===== config.mk =====
export PLATFORM = sky130hd
export DESIGN_NAME = bios_loader_top
export DESIGN_NICKNAME = d
export VERILOG_FILES = /design/src/hw/bios_pkg.sv /design/src/hw/bios_ifs.sv /design/src/hw/bios_loader_top.sv /design/src/hw/bios_streamer.sv /design/src/hw/bios_block_buffer.sv /design/src/hw/bios_byte_packer.sv
export SDC_FILE = /design/constraint.sdc
export NUM_CORES = 1
export LEC_CHECK = 0
export BUFFER_PORTS_ARGS = -buffer_cell sky130_fd_sc_hd__buf_2
export CAP_MARGIN = 0
export CORE_MARGIN = 5
export CORE_UTILIZATION = 47
export CTS_BUF_LIST = sky130_fd_sc_hd__clkbuf_4
export DETAILED_ROUTE_END_ITERATION = 12
export SLEW_MARGIN = 20
export SYNTH_ARGS = -nofsm -noshare
export SYNTH_HDL_FRONTEND = slang
export SYNTH_HIERARCHICAL = 1
export SYNTH_SLANG_ARGS = --single-unit
export TNS_END_PERCENT = 5

===== constraint.sdc =====
create_clock -name clk_cpu -period 3.1 [get_ports clk_cpu]
set_clock_uncertainty 0.15 [all_clocks]
set_input_delay 0.62 -clock clk_cpu [delete_from_list [all_inputs] [get_ports clk_cpu]]
set_output_delay 0.62 -clock clk_cpu [all_outputs]
set_load 0.05 [all_outputs]

===== src/hw/bios_pkg.sv =====
// shared widths, data types and loader state for the boot-ROM download path, referenced by scope
`default_nettype none

package bios_pkg;

	// byte address width of the I/O controller download port
	localparam int IOCTL_ADDR_W = 25;

	// one download byte as delivered by the I/O controller
	typedef logic [7:0] byte_t;

	// one boot-ROM word, low byte first on the download stream
	typedef logic [15:0] word_t;

	// loader progress as seen from the download level
	typedef enum logic [1:0] {
		// nothing seen since reset
		LOAD_IDLE,
		// download level is high
		LOAD_ACTIVE,
		// download level has dropped, CPU may run
		LOAD_DONE
	} load_state_e;

endpackage

`default_nettype wire

===== src/hw/bios_ifs.sv =====
// internal buffer write and read interfaces of the boot-ROM loader, with per-module modports
`timescale 1ns/1ps
`default_nettype none

// packed words from the byte packer into the block buffer
interface word_wr_if #(
	parameter int BUF_IDX_W = 6
) ();
	logic                 wr;
	logic [BUF_IDX_W-1:0] index;
	bios_pkg::word_t      data;
	// first cycle of a download
	logic                 start;
	// registered download level
	logic                 active;

	modport packer (output wr, index, data, start, active);
	modport buffer (input wr, index, data, start);
	modport streamer (input start, active);
endinterface

// word reads from the block buffer towards the CPU side
interface word_rd_if #(
	parameter int BUF_IDX_W = 6
) ();
	logic                 rd;
	logic [BUF_IDX_W-1:0] index;
	// valid one clock after rd
	bios_pkg::word_t      data;
	// one-cycle pulse on the falling request
	logic                 blk_release;
	// block-ready level
	logic                 ready;

	modport buffer (input rd, index, blk_release, output data, ready);
	modport streamer (output rd, index, blk_release, input data, ready);
endinterface

`default_nettype wire


===== src/hw/bios_loader_top.sv =====
// top level of the boot-ROM loader; connects packer, buffer and streamer on clk_cpu
`timescale 1ns/1ps
`default_nettype none

module bios_loader_top #(
	parameter int BUF_IDX_W   = 6,
	parameter int BIOS_ADDR_W = 14
) (
	input  wire logic                              clk_cpu,
	input  wire logic                              rst_i,
	// I/O controller download port
	input  wire logic                              ioctl_downl_i,
	input  wire logic                              ioctl_wr_i,
	input  wire logic [bios_pkg::IOCTL_ADDR_W-1:0] ioctl_addr_i,
	input  wire bios_pkg::byte_t                   ioctl_dout_i,
	// CPU boot-ROM port
	input  wire logic                              bios_req_i,
	input  wire logic                              reset_btn_i,
	output logic [BIOS_ADDR_W-1:0]                 bios_addr_o,
	output bios_pkg::word_t                        bios_din_o,
	output logic                                   bios_wr_o,
	output logic                                   cpu_reset_o
);

	logic loaded;

	word_wr_if #(.BUF_IDX_W(BUF_IDX_W)) wr_bus ();
	word_rd_if #(.BUF_IDX_W(BUF_IDX_W)) rd_bus ();

	bios_byte_packer #(
		.BUF_IDX_W     (BUF_IDX_W)
	) u_packer (
		.clk_cpu       (clk_cpu),
		.rst_i         (rst_i),
		.ioctl_downl_i (ioctl_downl_i),
		.ioctl_wr_i    (ioctl_wr_i),
		.ioctl_addr_i  (ioctl_addr_i),
		.ioctl_dout_i  (ioctl_dout_i),
		.loaded_o      (loaded),
		.wr            (wr_bus.packer)
	);

	bios_block_buffer #(
		.BUF_IDX_W (BUF_IDX_W)
	) u_buffer (
		.clk_cpu   (clk_cpu),
		.rst_i     (rst_i),
		.wr        (wr_bus.buffer),
		.rd        (rd_bus.buffer)
	);

	bios_streamer #(
		.BUF_IDX_W   (BUF_IDX_W),
		.BIOS_ADDR_W (BIOS_ADDR_W)
	) u_streamer (
		.clk_cpu     (clk_cpu),
		.rst_i       (rst_i),
		.bios_req_i  (bios_req_i),
		.reset_btn_i (reset_btn_i),
		.loaded_i    (loaded),
		.bios_addr_o (bios_addr_o),
		.bios_din_o  (bios_din_o),
		.bios_wr_o   (bios_wr_o),
		.cpu_reset_o (cpu_reset_o),
		.wr          (wr_bus.streamer),
		.rd          (rd_bus.streamer)
	);

endmodule

`default_nettype wire


===== src/hw/bios_streamer.sv =====
// CPU side of the loader: boot-ROM address counter, request edge and CPU reset register
`timescale 1ns/1ps
`default_nettype none

module bios_streamer #(
	parameter int BUF_IDX_W   = 6,
	parameter int BIOS_ADDR_W = 14
) (
	input  wire logic              clk_cpu,
	input  wire logic              rst_i,
	input  wire logic              bios_req_i,
	input  wire logic              reset_btn_i,
	input  wire logic              loaded_i,
	output logic [BIOS_ADDR_W-1:0] bios_addr_o,
	output bios_pkg::word_t        bios_din_o,
	output logic                   bios_wr_o,
	output logic                   cpu_reset_o,
	word_wr_if.streamer            wr,
	word_rd_if.streamer            rd
);

	logic                   req_q;
	logic [BIOS_ADDR_W-1:0] addr_q;
	logic                   cpu_reset_q;

	always_ff @(posedge clk_cpu) begin
		if (rst_i) begin
			req_q <= 1'b0;
		end else begin
			req_q <= bios_req_i;
		end
	end

	// CPU drops the request once it has taken the block
	assign rd.blk_release = req_q & ~bios_req_i;

	// one word per clock while the request is held
	assign rd.rd = bios_req_i & wr.active;
	assign rd.index = addr_q[BUF_IDX_W-1:0];

	always_ff @(posedge clk_cpu) begin
		if (rst_i) begin
			addr_q <= '0;
		end else if (wr.start) begin
			addr_q <= '0;
		end else if (rd.rd) begin
			addr_q <= addr_q + 1'b1;
		end
	end

	assign bios_addr_o = addr_q;

	// word at the previous address, one clock behind the counter
	assign bios_din_o = rd.data;
	assign bios_wr_o = rd.ready;

	// CPU stays in reset until the image is in place
	always_ff @(posedge clk_cpu) begin
		cpu_reset_q <= rst_i | reset_btn_i | ~loaded_i;
	end

	assign cpu_reset_o = cpu_reset_q;

endmodule

`default_nettype wire


===== src/hw/bios_block_buffer.sv =====
// two-block word buffer between the download stream and the CPU, with the block-ready flag
`timescale 1ns/1ps
`default_nettype none

module bios_block_buffer #(
	parameter int BUF_IDX_W = 6
) (
	input  wire logic  clk_cpu,
	input  wire logic  rst_i,
	word_wr_if.buffer  wr,
	word_rd_if.buffer  rd
);

	localparam int DEPTH = 2 ** BUF_IDX_W;

	bios_pkg::word_t mem [DEPTH];
	bios_pkg::word_t rd_data_q;
	logic            ready_q;
	logic            block_end;

	// last word of either half, the top index bit selects the half
	assign block_end = &wr.index[BUF_IDX_W-2:0];

	always_ff @(posedge clk_cpu) begin
		if (wr.wr) begin
			mem[wr.index] <= wr.data;
		end
	end

	// registered read port
	always_ff @(posedge clk_cpu) begin
		if (rd.rd) begin
			rd_data_q <= mem[rd.index];
		end
	end

	assign rd.data = rd_data_q;

	// block-ready flag
	// clears win over a block end in the same cycle
	always_ff @(posedge clk_cpu) begin
		if (rst_i) begin
			ready_q <= 1'b0;
		end else if (wr.start) begin
			ready_q <= 1'b0;
		end else if (rd.blk_release) begin
			ready_q <= 1'b0;
		end else if (wr.wr && block_end) begin
			ready_q <= 1'b1;
		end
	end

	assign rd.ready = ready_q;

endmodule

`default_nettype wire


===== src/hw/bios_byte_packer.sv =====
// download input side: pairs I/O controller bytes into words and tracks the download progress
`timescale 1ns/1ps
`default_nettype none

module bios_byte_packer #(
	parameter int BUF_IDX_W = 6
) (
	input  wire logic                              clk_cpu,
	input  wire logic                              rst_i,
	input  wire logic                              ioctl_downl_i,
	input  wire logic                              ioctl_wr_i,
	input  wire logic [bios_pkg::IOCTL_ADDR_W-1:0] ioctl_addr_i,
	input  wire bios_pkg::byte_t                   ioctl_dout_i,
	output logic                                   loaded_o,
	word_wr_if.packer                              wr
);

	logic                  downl_q;
	bios_pkg::byte_t       low_byte_q;
	bios_pkg::load_state_e state_q;
	bios_pkg::load_state_e state_d;
	logic                  byte_strobe;

	// bytes only count while the controller holds the download level
	assign byte_strobe = ioctl_downl_i & ioctl_wr_i;

	// delayed download level
	always_ff @(posedge clk_cpu) begin
		if (rst_i) begin
			downl_q <= 1'b0;
		end else begin
			downl_q <= ioctl_downl_i;
		end
	end

	// rising edge of the level marks a new download
	assign wr.start = ioctl_downl_i & ~downl_q;
	assign wr.active = downl_q;

	// even address holds the low byte until its partner arrives
	always_ff @(posedge clk_cpu) begin
		if (byte_strobe && !ioctl_addr_i[0]) begin
			low_byte_q <= ioctl_dout_i;
		end
	end

	// odd address completes the word, written one clock later
	always_ff @(posedge clk_cpu) begin
		if (rst_i) begin
			wr.wr <= 1'b0;
		end else begin
			wr.wr <= byte_strobe & ioctl_addr_i[0];
		end
	end

	always_ff @(posedge clk_cpu) begin
		if (byte_strobe && ioctl_addr_i[0]) begin
			wr.index <= ioctl_addr_i[BUF_IDX_W:1];
			wr.data <= {ioctl_dout_i, low_byte_q};
		end
	end

	// load state, a new download takes the CPU back into reset
	always_comb begin
		state_d = state_q;
		case (state_q)
			bios_pkg::LOAD_IDLE: begin
				if (ioctl_downl_i) state_d = bios_pkg::LOAD_ACTIVE;
			end
			bios_pkg::LOAD_ACTIVE: begin
				if (!ioctl_downl_i) state_d = bios_pkg::LOAD_DONE;
			end
			bios_pkg::LOAD_DONE: begin
				if (ioctl_downl_i) state_d = bios_pkg::LOAD_ACTIVE;
			end
			default: state_d = bios_pkg::LOAD_IDLE;
		endcase
	end

	always_ff @(posedge clk_cpu) begin
		if (rst_i) begin
			state_q <= bios_pkg::LOAD_IDLE;
		end else begin
			state_q <= state_d;
		end
	end

	assign loaded_o = (state_q == bios_pkg::LOAD_DONE);

endmodule

`default_nettype wire


==> run metrics <==
Multi-input gate area ~0.0087 sq mm; first-pass GRT wire length roughly 150000 microns; Layout area overhead 15.38%; fin area slightly below 0.05 sq mm; Hold Path End u_packer/wr.index[2]; initial core utilization a little under half; routability cong. approximately 0.82; detailed-route wire length 98950 microns; H-tree depth 5; Filler Cell Count around 7000; Hold Crit Class in2reg; nets ~2400; sequential area share after synthesis between 70 and 80%; Worst R2R Setup Slack 80 ps; Least-Margin Pin Slew 1137 ps; Synth Flop Type edfxtp_1; post-synthesis register bit count 1091; Mapped Area around 0.042 sq mm; Yosys cell types 54; max_cap viols 0; Post-Place Setup Slack 81.08 ps; cell area power density slightly below 600 mW/mm^2; largest net degree at the start of global routing 65; Slew Limit Fails 0; final worst slack between 70 and 80 ps; Synth area leaders edfxtp_1 (76%), mux4_2 (12%), mux2i_1 (2.3%); Core ar. 0.08865 sq mm; Crit. End Element flop; 1st-iter DRT viols 2155; outcome completed; most common cell after layout, fill and taps aside edfxtp_1; antenna-violating nets left 0; Die H 309.1 microns; Reg2Reg Depth 5; final hold vios 0; Longest Clk Path Bufs 4; Hold Startpoint ioctl_addr_i[3]; RR Startpoint u_streamer/bios_addr_o[4]; Congestion Overflow GR 0; CP max FO 18; critical path required time about 3800 ps; Clock Pin Slew Worst Setup and Hold Paths roughly 70 ps; # setup viols final 0; via total after detailed routing ~21000; row cnt around 110; Final Critical Period ~3000 ps; die area 0.09553 sq mm; Leak 15.38 nW; fmax between 300 and 400 MHz; period utilization slightly below 100%; clk root buf clkbuf_4; CTS buffer count a little under 300; hold depth 2; synthesized area per cell 21.45 sq um; Slew headroom between 20% and 30%; share of layout cells above drive strength 1 between 30% and 40%; Yosys warnings 6; Reg area between 0.03 and 0.04 sq mm; vias per cell 5.737; type of origin of the critical path flop; WL per Instance 26.44 microns; leading area contributor after synthesis edfxtp_1; Post-DP HPWL roughly 59000 microns; worst r2r dst u_buffer/rd.data[1]; asr flop ratio synth 0%; Clock Sink Count about 1100; Clock Latency Late Sink approximately 1100 ps; commonest non-fill, non-tap cells in the layout edfxtp_1 (1070), clkbuf_4 (442), mux4_2 (223), buf_4 (161), mux2i_1 (96); number of synthesized flops with an enable pin 1070; Die Span X 309.1 microns; Synth top area share between 70% and 80%; DRC viols 0; vias in the first global route 22759; GRT Total Usage about a fifth; DRT Pass-1 Iters 5; worst setup path category reg2reg; Critical path origin u_streamer/bios_addr_o[4]; port bufs 52; CTS tree built; maximum VDD drop 0.3603 mV; Synth Instances between 1500 and 2000; net count after synthesis 2000; IO Pins 71; worst hold slack around 110 ps; Area after DPL about 0.045 sq mm; Critical Path AT between 3000 and 4000 ps; initial antenna violation count 4
-- worst max-delay path, cell delays in order, from the launching register on --
cell	delay [ps]
dfxtp_2	710
nor2b_1	820
a22oi_1	370
a31oi_1	430
buf_4	220
a311oi_1	50
-- state kept, by name (all words and copies together), names as in the netlist --
name	flops
u_streamer/bios_addr_o	14
u_buffer/rd.ready	1
u_packer/low_byte_q	8
u_packer/wr.index	6
u_packer/state_q	2
u_packer/wr.wr	1
u_buffer/rd.data	16
u_streamer/req_q	1
u_buffer/mem	1024
u_streamer/cpu_reset_o	1
u_packer/wr.data	16
u_packer/wr.active	1
-- layout make-up --
type / count / area share, %
clock inverter: 28 / 0.4540
sequential: 1091 / 67.14
tap: 1165 / 3.005
clock buffer: 442 / 6.841
inverter: 4 / 0.03095
timing repair buffer: 265 / 4.648
antenna: 8 / 0.04127
multi-input combinational: 740 / 17.84
-- metal layers --
layer	track usage, %	share of wire (%)
met5	0	0
met4	7.659	2.4
met3	5.231	7.4
met1	28.47	41
met2	33.47	49
-- cells in the mapped netlist, drive strengths merged, types with 3 or more instances --
| cell | n |
|---|---|
| or3 | 7 |
| a22o | 4 |
| nor4 | 9 |
| nor2 | 82 |
| dfxtp | 21 |
| and2 | 3 |
| a221oi | 21 |
| a211oi | 11 |
| mux4 | 223 |
| a21oi | 18 |
| and3 | 5 |
| a211o | 9 |
| inv | 4 |
| nand3 | 36 |
| buf | 88 |
| mux2i | 96 |
| and2b | 3 |
| edfxtp | 1070 |
| a22oi | 61 |
| nor2b | 35 |
| nand4 | 6 |
| and4 | 10 |
| mux2 | 11 |
| a311oi | 13 |
| nor3 | 5 |
| a31oi | 9 |
| clkbuf | 37 |
| o31ai | 4 |
| o21ai | 3 |
| or4 | 4 |
| nand2 | 35 |
-- logic make-up after synthesis --
kind of cell | synth area share, %
compound gates | 2.866
xor+xnor | 0.06251
fa+ha+maj | 0.02976
buf+inv | 1.991
flops | 77.43
mux | 14.53
simple gates | 3.092
-- per-stage QoR --
stage                     power [mW]  std cells  setup TNS, ps  utilization (%)
after floorplan                16.79       1960              0                -
after global placement         16.97       3239              0            50.40
after detailed placement       16.98       3239              0            50.40
after CTS                      29.29       3734              0            54.68
after global routing           30.17       3740         -21.44            54.71
final                          28.90       3743              0            54.72
-- worst max-delay path by stage --
stage | to | depth (start not counted)
finish | u_buffer/rd.data[1] | 5
global route | bios_addr_o[5] | 1
CTS | bios_addr_o[5] | 1
detailed placement | u_buffer/rd.data[2] | 6
global placement | u_buffer/rd.data[2] | 6
floorplan | u_buffer/rd.data[10] | 8
-- where the power goes --
group          leakage, nW  total [mW]  internal, mW  switching, mW
clock network         2.15        12.2          6.75           5.47
registers             9.80        16.1          16.1         0.0366
logic                 3.43       0.536         0.218          0.318
-- timing repair --
action / 4_1_cts / 5_1_grt
buffers inserted: 0 / 0
endpoints found under the hold margin: 73 / 0
resized for setup: 1 / 0
setup endpoints to repair: 1 / 0
hold buffers: 25 / 0
Power figures use the tool's default switching activity.
